### src/hsid_pkg.sv
package hsid_pkg;

  localparam int WORD_WIDTH       = 32;   // Input word, two samples
  localparam int DATA_WIDTH       = 16;   // One band sample
  localparam int ACC_WIDTH        = 48;   // Error sum over all bands
  localparam int HSI_BANDS_MAX    = 255;  // Largest band count
  localparam int ELEMENTS_MAX     = 128;  // Words in the longest vector
  localparam int BUFFER_LENGTH    = 4;    // Reference FIFO depth
  localparam int LIBRARY_SIZE_MAX = 4095; // Largest library

  typedef logic [WORD_WIDTH-1:0]   word_t;   // Packed sample pair
  typedef logic [DATA_WIDTH-1:0]   sample_t; // Unsigned band sample
  typedef logic [2*DATA_WIDTH-1:0] square_t; // Squared difference
  typedef logic [ACC_WIDTH-1:0]    acc_t;    // Running error sum

  typedef logic [$clog2(HSI_BANDS_MAX+1)-1:0]    bands_t;         // Band count
  typedef logic [$clog2(ELEMENTS_MAX+1)-1:0]     element_count_t; // Words within a vector
  typedef logic [$clog2(LIBRARY_SIZE_MAX+1)-1:0] lib_ref_t;       // Library index or size

  // Top-level control sequence
  typedef enum logic [2:0] {
    IDLE,         // Waiting for start
    READ_MEASURE, // Measured pixel into its FIFO
    COMPUTE_MSE,  // Library streaming through
    WAIT_RESULTS, // Last divisions draining
    FINISH        // One-cycle done
  } hsid_state_t;

  // One error value tagged with its library index
  typedef struct packed {
    word_t    value;    // Mean squared error
    lib_ref_t vctr_ref; // Library index
  } mse_result_t;

  // Best and worst match seen so far
  typedef struct packed {
    mse_result_t min; // Smallest error
    mse_result_t max; // Largest error
  } mse_extremes_t;

endpackage

### src/hsid_mse_comp.sv
`timescale 1ns/10ps

module hsid_mse_comp (
  input  logic                    clk,
  input  logic                    reset,
  input  logic                    clear,         // Forget all earlier results
  input  logic                    mse_valid,
  input  hsid_pkg::mse_result_t   mse,
  output hsid_pkg::mse_extremes_t extremes,
  output logic                    compare_valid  // Extremes updated
);

  logic first;                                   // Next result seeds both ends

  always_ff @(posedge clk) begin
    if (reset) begin
      extremes      <= '0;
      first         <= 1'b1;
      compare_valid <= 1'b0;
    end else begin
      compare_valid <= mse_valid;                // Still reported across a clear
      if (clear) begin
        extremes <= '0;
        first    <= 1'b1;
      end else if (mse_valid) begin
        if (first) begin
          extremes.min <= mse;
          extremes.max <= mse;
          first        <= 1'b0;
        end else begin
          // Strict compares, earlier index wins a tie
          if (mse.value < extremes.min.value) extremes.min <= mse;
          if (mse.value > extremes.max.value) extremes.max <= mse;
        end
      end
    end
  end

endmodule

### config.mk
export PLATFORM = sky130hd
export DESIGN_NAME = hsid_mse_comp
export DESIGN_NICKNAME = d
export VERILOG_FILES = /design/src/hsid_pkg.sv /design/src/hsid_mse_comp.sv
export SDC_FILE = /design/constraint.sdc
export NUM_CORES = 1
export LEC_CHECK = 0
export BUFFER_PORTS_ARGS = -buffer_cell sky130_fd_sc_hd__buf_2
export CAP_MARGIN = 40
export CORE_ASPECT_RATIO = 1.4
export CORE_UTILIZATION = 53
export CTS_CLUSTER_SIZE = 24
export DETAILED_ROUTE_END_ITERATION = 6
export PLACE_DENSITY = 0.81
export SLEW_MARGIN = 20
export SYNTH_ARGS = -nofsm -noshare
export SYNTH_HDL_FRONTEND = slang
export SYNTH_SLANG_ARGS = --single-unit
### constraint.sdc
create_clock -name clk -period 2.6 [get_ports clk]
set_input_delay 0.26 -clock clk [delete_from_list [all_inputs] [get_ports clk]]
set_output_delay 0.26 -clock clk [all_outputs]
set_load 0.005 [all_outputs]
# Word-level counts from Yosys, hierarchy flattened
# Cells that the tools add are included.
# word_totals
reg_bits	90
in_bits	48
# classes
n_lt_le_gt_ge	2
muxes	3
reduce_logical	5
# op_table
operator	n
two-way mux 44 bit	2
two-way mux 88 bit	1
greater-than comparator 32 bit	1
less-than comparator 32 bit	1
AND reduction 2 bit	2
nonzero test 2 bit	2
OR reduction 2 bit	1

# Depth between registers and ports, before layout
# Gate-level depths: netlist (run 1).
# depth
depth_word	3
mapped_depth	10

# Least setup slack after synthesis (run 1)
# Ideal clock, no wire load.
# synth_timing
path_kind	reg2reg
startpoint	register extremes[31] (netlist name)
endpoint	register extremes[0] (netlist name)
arrival_time_ns	2.172
required_ns	2.528
setup_slack_ns	0.356
path_stages_with_launch	11
path_buffers	2
synth_period_minus_slack_ns	2.244
path_cell_list	dfxtp_1 > inv_1 > ha_1 > a21oi_2 > o21ai_1 > a221o_1 > o41a_1 > a41oi_2 > buf_6 > buf_12 > mux2i_1
# synth_via
elab_chain_cells	3
# synth_lines
element	line_no	source
start: declaration	hsid_mse_comp.sv:9	output hsid_pkg::mse_extremes_t extremes,
greater-than comparator 32 bit	hsid_mse_comp.sv:33	if (mse.value > extremes.max.value) extremes.max <= mse;
nonzero test 2 bit (no line)	n/a	
AND reduction 2 bit (no line)	n/a	
# No other way between the ends.
# A chain may end at the register's enable or synchronous reset.

# Worst setup path after layout (run 1)
# layout_timing
startpoint	register extremes[37] (netlist name)
endpoint	register extremes[30] (netlist name)
# Same word-level chain as after synthesis.

==> flow_summary.yaml, run 1 <==
setup_path:
  r2r-start: "extremes[37]"
  reg2regPathDepth: 10
  path_class: "flop to flop"
  crit_path_max_incr_delay_ns: 0.35
  required_ns: 2.86
  path_buf_inv: 3
  cp_common_cell: "buf_12"
  endpoint_kind: "flop"
  arrival_ns: 2.78
  cp_top_family: "compound AO/OA/AOI/OAI gates"
  slowest_stage: "o41a_1"
  crit_path_cell_trace: "inv_1 -> ha_1 -> nand4_1 -> nor3_1 -> a221o_1 -> o41a_1 -> a41oi_4 -> buf_12 -> buf_12 -> mux2i_2"
  reg2reg_slack_ns: 0.07
  start_kind: "flop"
  crit_fanout: 7
  r2r-end: "extremes[30]"
sta:
  hold_violations: 0
  worstMarginPinSlew_ns: 0.523
  setup_violations: 0
  tns_ns: 0
  holdWs_ns: 0.121
  fmax_mhz: 396
  min_period_ns: 2.53
  period_share_pct: 97.2
  slew_headroom_pct: 65.1
  drv_slew: 0
  rsz0062_at_grt: "no"
  fin_worst_skew_ns: 0.00915
global_routing:
  antenna_found_initial: 0
  grt_usage_pct: 23.8
  grt_pass1_wl_um: 18400
  grt_start_max_net_pins: 134
  grt.overflow.total: 0
  grt_pass1_vias: 4148
logic_synthesis:
  synth_top_cells_by_count: "151 x nand2_1, 90 x dfxtp_1, 88 x mux2i_1"
  synth_area_per_cell_sq_um: 8.83
  syn_inst: 567
  synth_edf_count: 0
  synth_top_cell_by_area: "dfxtp_1"
  yosysUniqueCellTypes: 34
  synthTopCellsByArea: "dfxtp_1 36%, mux2i_1 18%, ha_1 16%"
  synthArstFlopShare_pct: 0
  ys.warnings.count: 0
  yosysMostFrequentCell: "nand2_1"
  synth.top_cell.area_share_pct: 36.0
  seq_area_frac_synth_pct: 36.0
  ys_ff_latch: 90
  synthFlopType: "dfxtp_1"
  syn_area_sq_um: 5010
  syn_nets: 678
detailed_routing:
  postRouteAntennaNets: 0
  wl_um: 12100
  routed_via_density: 5.35
  drtPass1Iterations: 6
  drt-initial-drc-count: 196
  dr_total_vias: 4355
  wl_per_cell_um: 14.9
  drc: 16
min_path:
  hp-start: "reset"
  worstHoldPathType: "input pin to flop"
  whs_endpoint: "compare_valid"
  min_path_cells: 2
power_and_ir_drop:
  internal_power_mw: 2.32
  ir_drop_uv: 546
  p_per_area_nw_per_um2: 520
  swShare_pct: 27.5
  clkPwrFrac_pct: 37.6
  p_comb_share_pct: 16.8
  switchingPower_mw: 0.879
  seqPwrFrac_pct: 45.7
  leakage_nw: 2.97
flow_run:
  maxCapViolCount: 0
clock_network:
  cts_root_buf: "clkbuf_16"
  htreeDepth: 3
  clock-sinks: 90
  clock_path_buffers: 2
  cts_tree: "done"
  numCtsBuffers: 9
  clk_pin_slew_worst_paths_ns: 0.06
  cts_hold_buf: 0
  clk_latency_ns: 0.34
floorplan:
  dieHeight_um: 117
  core_sq_um: 9080
  die_area_sq_um: 9840
  die_w_um: 84.1
  start_util_pct: 55.1
  ios: 137
  row_count: 41
layout:
  areaGrowthSynthToFinish_pct: 23.0
  num_antenna_cells: 0
  nets: 813
  drive_above_1_share_pct: 24.9
place:
  dp_hpwl_um: 8840
  place_congestion: 0.869
  port_buffers: 136
run_status:
  outcome: "finished, violations left"
  violations: "DRC"
-- metrics by stage --
stage | power (mW) | setup WS [ns] | std cells | cell area [sq um] | utilization [%]
after global routing | 3.34 | 0.00671 | 814 | 6160 | 67.8
after CTS | 3.19 | 0.0102 | 808 | 6000 | 66.1
final | 3.20 | 0.0738 | 814 | 6160 | 67.8
after floorplan | 1.82 | 0.356 | 567 | 5010 | -
after global placement | 1.97 | 0.181 | 792 | 5730 | 63.1
after detailed placement | 1.99 | 0.0736 | 792 | 5730 | 63.1
-- power groups by stage --
stage / logic, mW / clock network (mW) / registers (mW)
after CTS: 0.503 / 1.23 / 1.46
after detailed placement: 0.499 / 0 / 1.49
after floorplan: 0.324 / 0 / 1.49
final: 0.536 / 1.20 / 1.46
after global placement: 0.477 / 0 / 1.49
after global routing: 0.593 / 1.28 / 1.47
-- worst max path at each step --
stage                       from           end  slack [ns]  cells after the start
detailed placement       mse[17]  extremes[28]        0.07                      9
finish              extremes[37]  extremes[30]        0.07                     10
global route        extremes[38]  extremes[30]       0.007                     10
floorplan           extremes[31]   extremes[0]        0.36                     10
CTS                 extremes[37]  extremes[30]        0.01                      9
global placement         mse[19]  extremes[28]        0.18                      9
-- routing by layer --
layer / wire, um / vias to the layer above / global-route usage [%]
met5: 0 / - / 0
met4: 369 / 0 / 12.2
met3: 568 / 28 / 4.91
met2: 6430 / 124 / 44.8
met1: 4780 / 2036 / 25.3
li1: - / 2167 / -
-- timing repair --
item | in CTS | in global routing
hold endpoints to repair | 0 | 0
setup endpoints to repair | 0 | 44
buffers inserted | 0 | 2
gates resized for setup | 0 | 8
-- cell families after synthesis --
group                      synth area share (%)
adders and majority gates                  15.7
muxes                                      17.6
DFF                                        36.0
buffers and inverters                      8.95
AOI/OAI and AO/OA                          6.85
and+or+nand+nor                            14.9
-- area by class of cell --
cell class                      instances  area, sq um
Clock buffer                           10          229
Timing Repair Buffer                  148          885
Clock inverter                          6         42.5
Sequential cell                        90         1800
Tap cell                              107          134
Inverter                               67          251
Multi-Input combinational cell        386         2810
Fill cell                             715         2920
-- cell usage in the layout, fill, tap and decap left out, types with 3 or more instances in the layout --
cell	count
a21oi_1	24
dfxtp_1	88
nor2_1	5
nand4_1	8
nand2_1	150
clkbuf_16	12
buf_12	3
buf_4	4
nor3_1	5
inv_1	67
buf_2	136
mux2i_1	87
ha_1	62
o21ai_1	4
a31oi_1	3
nand3_1	6
o21ai_0	7
-- registers in the layout (all words and copies together) (netlist names) --
name	count
compare_valid	1
extremes	88
first	1
(Power assumes the default switching activity.)
==> inputs of run 2 (changes only) <==
--- a/config.mk
+++ b/config.mk
@@ -5,10 +5,11 @@
 export SDC_FILE = /design/constraint.sdc
 export NUM_CORES = 1
 export LEC_CHECK = 0
+export ABC_AREA = 1
 export BUFFER_PORTS_ARGS = -buffer_cell sky130_fd_sc_hd__buf_2
 export CAP_MARGIN = 40
 export CORE_ASPECT_RATIO = 1.4
-export CORE_UTILIZATION = 53
+export CORE_UTILIZATION = 54
 export CTS_CLUSTER_SIZE = 24
 export DETAILED_ROUTE_END_ITERATION = 6
 export PLACE_DENSITY = 0.81
==> flow_summary.yaml, run 2 <==
run_status:
  outcome: "completed"
sta:
  holdWs_ns: 0.122
  hold_violations: 0
  slew_headroom_pct: 60.1
  setup_violations: 0
  drv_slew: 0
  rsz0062_at_grt: "no"
  worstMarginPinSlew_ns: 0.599
  fmax_mhz: 459
  fin_worst_skew_ns: 0.00689
  fin_ws_ns: 0.420
  tns_ns: 0
  min_period_ns: 2.18
  period_share_pct: 83.8
clock_network:
  postCtsSetupBuffers: 0
  clock-sinks: 90
  clk_pin_slew_worst_paths_ns: 0.07
  cts_root_buf: "clkbuf_16"
  cts_tree: "done"
  cts_resized: 0
  numCtsBuffers: 9
  clk_latency_ns: 0.34
  cts_hold_buf: 0
  clock_path_buffers: 2
  htreeDepth: 3
power_and_ir_drop:
  p_per_area_nw_per_um2: 534
  ir_drop_uv: 386
  switchingPower_mw: 1.04
  internal_power_mw: 2.51
  p_comb_share_pct: 19.1
  swShare_pct: 29.4
  seqPwrFrac_pct: 42.1
  clkPwrFrac_pct: 38.8
  leakage_nw: 3.40
logic_synthesis:
  ys_ff_latch: 90
  seq_area_frac_synth_pct: 32.3
  yosysUniqueCellTypes: 24
  yosysMostFrequentCell: "nand2_1"
  syn_inst: 815
  synth_top_cells_by_count: "153 x nand2_1, 121 x inv_1, 110 x nor2_1"
  synthArstFlopShare_pct: 0
  synthFlopType: "dfxtp_1"
  syn_nets: 926
  ys.warnings.count: 0
  synth_top_cell_by_area: "dfxtp_1"
  synthTopCellsByArea: "dfxtp_1 32%, ha_1 14%, nand2_1 10%"
  synth_edf_count: 0
  synth_area_per_cell_sq_um: 6.85
  synth.top_cell.area_share_pct: 32.3
  syn_area_sq_um: 5590
setup_path:
  arrival_ns: 2.41
  reg2regPathDepth: 13
  required_ns: 2.83
  path_buf_inv: 2
  r2r-end: "extremes[40]"
  crit_path_max_incr_delay_ns: 0.36
  reg2reg_slack_ns: 0.42
  slowest_stage: "dfxtp_1"
  r2r-start: "extremes[25]"
  crit_path_cell_trace: "inv_1 -> ha_1 -> a21oi_1 -> o21ai_0 -> a21oi_1 -> nand2_1 -> nand2_1 -> nand2_1 -> nand2_2 -> nand2_4 -> buf_12 -> a21oi_1 -> nor2_1"
  endpoint_kind: "flop"
  path_class: "flop to flop"
  crit_fanout: 41
  start_kind: "flop"
  cp_top_family: "compound AO/OA/AOI/OAI gates"
layout:
  final_cell_mix: "153 x nand2_1, 135 x buf_2, 121 x inv_1"
  layout_commonest_cell: "nand2_1"
  drive_above_1_share_pct: 21.5
  regMostFlops: "extremes"
  finish.utilization_pct: 66.4
  top_regs: "extremes: 88 flops, compare_valid: 1 flops, first: 1 flops"
  areaGrowthSynthToFinish_pct: 19.0
  nets: 1037
  num_antenna_cells: 0
  largest_reg_flops: 88
  final_cell_area_sq_um: 6650
place:
  dp_hpwl_um: 9550
  port_buffers: 136
  dpl_worst_slack_ns: 0.429
  dpl-instance-area_sq_um: 6330
  place_congestion: 0.840
detailed_routing:
  drtPass1Iterations: 4
  routed_via_density: 5.06
  postRouteAntennaNets: 0
  drc: 0
  wl_per_cell_um: 12.3
  dr_total_vias: 5392
  drt-initial-drc-count: 246
  wl_um: 13100
floorplan:
  die_area_sq_um: 10800
  row_count: 43
  ios: 137
  dieHeight_um: 122
  die_w_um: 88.0
  start_util_pct: 55.8
  core_sq_um: 10000
min_path:
  whs_endpoint: "compare_valid"
  hp-start: "reset"
  worstHoldPathType: "input pin to flop"
  min_path_cells: 2
global_routing:
  grt_start_max_net_pins: 73
  grt_pass1_wl_um: 21100
  grt.overflow.total: 0
  grt_pass1_vias: 4694
  grt_usage_pct: 25.0
  antenna_found_initial: 0
flow_run:
  maxCapViolCount: 0
## run 2: final cells by class
cell class                      instances  area, sq um
Clock inverter                          7         90.1
Timing Repair Buffer                  147          832
Multi-Input combinational cell        554         3060
Clock buffer                            9          225
Inverter                              124          465
Fill cell                             925         3360
Sequential cell                        90         1800
Tap cell                              135          169
## run 2: worst max path at each step
stage | startpoint | endpoint | slack [ns] | cells past startpoint
final | extremes[25] | extremes[40] | 0.42 | 13
after floorplan | extremes[19] | extremes[23] | 0.77 | 15
after detailed placement | mse[27] | extremes[40] | 0.43 | 13
after global routing | extremes[34] | extremes[17] | 0.19 | 14
after global placement | mse[27] | extremes[7] | 0.46 | 13
after CTS | extremes[19] | extremes[15] | 0.41 | 16
## run 2: power by group through the flow
stage | clock network (mW) | registers, mW | logic (mW)
finish | 1.38 | 1.49 | 0.680
global route | 1.47 | 1.50 | 0.781
CTS | 1.40 | 1.49 | 0.685
detailed placement | 0 | 1.52 | 0.680
global placement | 0 | 1.52 | 0.663
floorplan | 0 | 1.52 | 0.464
## run 2: kinds of logic after synthesis
group                    Yosys count  share of synthesized area, %
flip-flops                        90                          32.3
AO/OA/AOI/OAI                    126                          13.4
adder cells (fa/ha/maj)           63                          14.1
AND/OR/NAND/NOR                  365                          27.1
buffers and inverters            171                          13.1
## run 2: worst reg2reg max path, cell delays in order, from the launching register on
cell and delay (ns):
dfxtp_1 0.36, inv_1 0.05, ha_1 0.29, a21oi_1 0.12, o21ai_0 0.09, a21oi_1 0.22
nand2_1 0.11, nand2_1 0.07, nand2_1 0.05, nand2_2 0.07, nand2_4 0.15, buf_12 0.23
a21oi_1 0.18, nor2_1 0.06
## run 2: metrics by stage
stage / power (mW) / instances
floorplan: 1.99 / 815
global placement: 2.19 / 1050
detailed placement: 2.20 / 1050
CTS: 3.58 / 1066
global route: 3.76 / 1066
finish: 3.55 / 1066
## run 2: metal layers
metal | share of wire, % | up-vias | GRT usage (%)
met2 | 51 | 135 | 44.1
met4 | 2.0 | 0 | 9.53
met1 | 43 | 2426 | 29.8
met5 | 0 | - | 0
met3 | 4.3 | 21 | 4.30
li1 | - | 2810 | -
==> inputs of run 3 (changes only) <==
--- a/config.mk
+++ b/config.mk
@@ -9,10 +9,10 @@
 export BUFFER_PORTS_ARGS = -buffer_cell sky130_fd_sc_hd__buf_2
 export CAP_MARGIN = 40
 export CORE_ASPECT_RATIO = 1.4
-export CORE_UTILIZATION = 54
+export CORE_UTILIZATION = 49
 export CTS_CLUSTER_SIZE = 24
 export DETAILED_ROUTE_END_ITERATION = 6
-export PLACE_DENSITY = 0.81
+export PLACE_DENSITY = 0.77
 export SLEW_MARGIN = 20
 export SYNTH_ARGS = -nofsm -noshare
 export SYNTH_HDL_FRONTEND = slang
==> constraint.sdc (replaced) <==
create_clock -name clk -period 1.8 [get_ports clk]
set_input_delay 0.18 -clock clk [delete_from_list [all_inputs] [get_ports clk]]
set_output_delay 0.18 -clock clk [all_outputs]
set_load 0.005 [all_outputs]
==> flow_summary.yaml, run 3 (synthesis results as in run 2) <==
sta:
  tns_ns: -24.99
  fin_ws_ns: -0.356
  hold_violations: 0
  fin_worst_skew_ns: 0.0116
  min_period_ns: 2.16
  rsz0062_at_grt: "yes"
  slew_headroom_pct: 72.6
  worstMarginPinSlew_ns: 0.411
  setup_violations: 88
  drv_slew: 0
  period_share_pct: 120
  fmax_mhz: 464
detailed_routing:
  postRouteAntennaNets: 0
  wl_per_cell_um: 16.5
  dr_total_vias: 6370
  drt-initial-drc-count: 318
  wl_um: 19200
  drc: 0
  routed_via_density: 5.47
  drtPass1Iterations: 7
clock_network:
  clk_latency_ns: 0.35
  htreeDepth: 3
  cts_hold_buf: 0
  clock_path_buffers: 2
  cts_root_buf: "clkbuf_16"
  numCtsBuffers: 9
  clock-sinks: 90
  clk_pin_slew_worst_paths_ns: 0.07
  cts_tree: "done"
run_status:
  violations: "setup timing"
  outcome: "finished, violations left"
power_and_ir_drop:
  finalPower_mw: 5.65
  leakage_nw: 4.15
  p_per_area_nw_per_um2: 659
  ir_drop_uv: 472
floorplan:
  dieHeight_um: 128
  start_util_pct: 50.9
  die_area_sq_um: 11800
  core_sq_um: 11000
  die_w_um: 92.2
  row_count: 45
  ios: 137
global_routing:
  grt_start_max_net_pins: 74
  grt.overflow.total: 0
  grt_pass1_vias: 5536
  antenna_found_initial: 0
  grt_usage_pct: 27.0
  grt_pass1_wl_um: 25800
place:
  place_congestion: 0.811
  dpl_worst_slack_ns: -0.261
  dp_hpwl_um: 10200
  post-place-cells: 1123
  port_buffers: 136
layout:
  areaGrowthSynthToFinish_pct: 53.4
  num_antenna_cells: 0
  fillers: 760
  final_cell_mix: "141 x nand2_1, 135 x buf_2, 111 x inv_1"
  regMostFlops: "extremes"
  finish.utilization_pct: 78.1
  largest_reg_flops: 88
  top_regs: "extremes: 88 flops, compare_valid: 1 flops, first: 1 flops"
  drive_above_1_share_pct: 45.4
  layout_commonest_cell: "nand2_1"
  nets: 1129
  fin_cells: 1164
setup_path:
  reg2regPathDepth: 14
  cp_common_cell: "nor2_1"
  endpoint_kind: "flop"
  r2r-start: "extremes[33]"
  reg2reg_slack_ns: -0.36
  r2r-end: "extremes[28]"
  crit_path_cell_trace: "inv_2 -> ha_4 -> a21oi_4 -> nor2_2 -> nor2_1 -> nand3_2 -> a21oi_2 -> nand2_1 -> nand2_2 -> nand2_8 -> buf_8 -> clkbuf_16 -> a21oi_1 -> nor2_1"
  crit_path_max_incr_delay_ns: 0.34
  slowest_stage: "dfxtp_2"
  required_ns: 2.04
  start_kind: "flop"
  crit_fanout: 11
  path_class: "flop to flop"
  arrival_ns: 2.39
min_path:
  whs_endpoint: "compare_valid"
  min_path_cells: 2
  hp-start: "reset"
  worstHoldPathType: "input pin to flop"
flow_run:
  maxCapViolCount: 0
run 3: metrics by stage:
stage | instance area (sq um) | hold slack, ns
floorplan | 5590 | 0.252
global placement | 6920 | 0.411
detailed placement | 6920 | 0.413
CTS | 7680 | 0.0520
global route | 8570 | 0.0636
finish | 8570 | 0.0594
run 3: worst max-delay path by stage:
stage | cells after the start | to | startpoint | slack (ns)
3_3_place_gp | 14 | extremes[39] | extremes[34] | -0.24
6_report | 14 | extremes[28] | extremes[33] | -0.36
2_1_floorplan | 15 | extremes[23] | extremes[19] | 0.003
5_1_grt | 15 | extremes[28] | extremes[39] | -0.46
4_1_cts | 14 | extremes[42] | extremes[33] | -0.24
3_5_place_dp | 14 | extremes[33] | extremes[35] | -0.26
run 3: power breakdown:
part	total [mW]	internal [mW]	switching, mW	leakage [nW]
clock network	1.94	1.08	0.855	0.143
logic	1.56	0.723	0.838	3.26
registers	2.15	2.09	0.0586	0.747
run 3: per-layer routing:
metal | vias to the layer above | track usage (%) | share of wire (%)
li1 | 2998 | - | -
met2 | 272 | 49.0 | 53
met5 | - | 0 | 0
met4 | 0 | 10.5 | 4.2
met1 | 3027 | 31.7 | 38
met3 | 73 | 4.31 | 5.3
run 3: layout make-up:
| class | count | area, sq um | share of cell area [%] |
|---|---|---|---|
| Tap cell | 141 | 176 | 2.06 |
| Inverter | 124 | 465 | 5.43 |
| Sequential cell | 90 | 1830 | 21.4 |
| Multi-Input combinational cell | 554 | 3900 | 45.5 |
| Clock buffer | 10 | 229 | 2.67 |
| Clock inverter | 6 | 65.1 | 0.759 |
| Timing Repair Buffer | 239 | 1900 | 22.2 |
run 3: timing repair:
| item | in CTS | in global routing |
|---|---|---|
| gates resized for setup | 59 | 147 |
| pin swaps | 16 | 41 |
| setup buffers | 3 | 8 |
| gates cloned | 6 | 10 |
| endpoints found under the setup margin | 88 | 88 |
run 3: critical path: cells and delay by family (launching register included):
family	cells	cell delay (ns)
AO/OA/AOI/OAI	3	0.42
AND/OR/NAND/NOR	7	0.65
buffers and inverters	3	0.37
flip-flops	1	0.34
adder cells (fa/ha/maj)	1	0.25
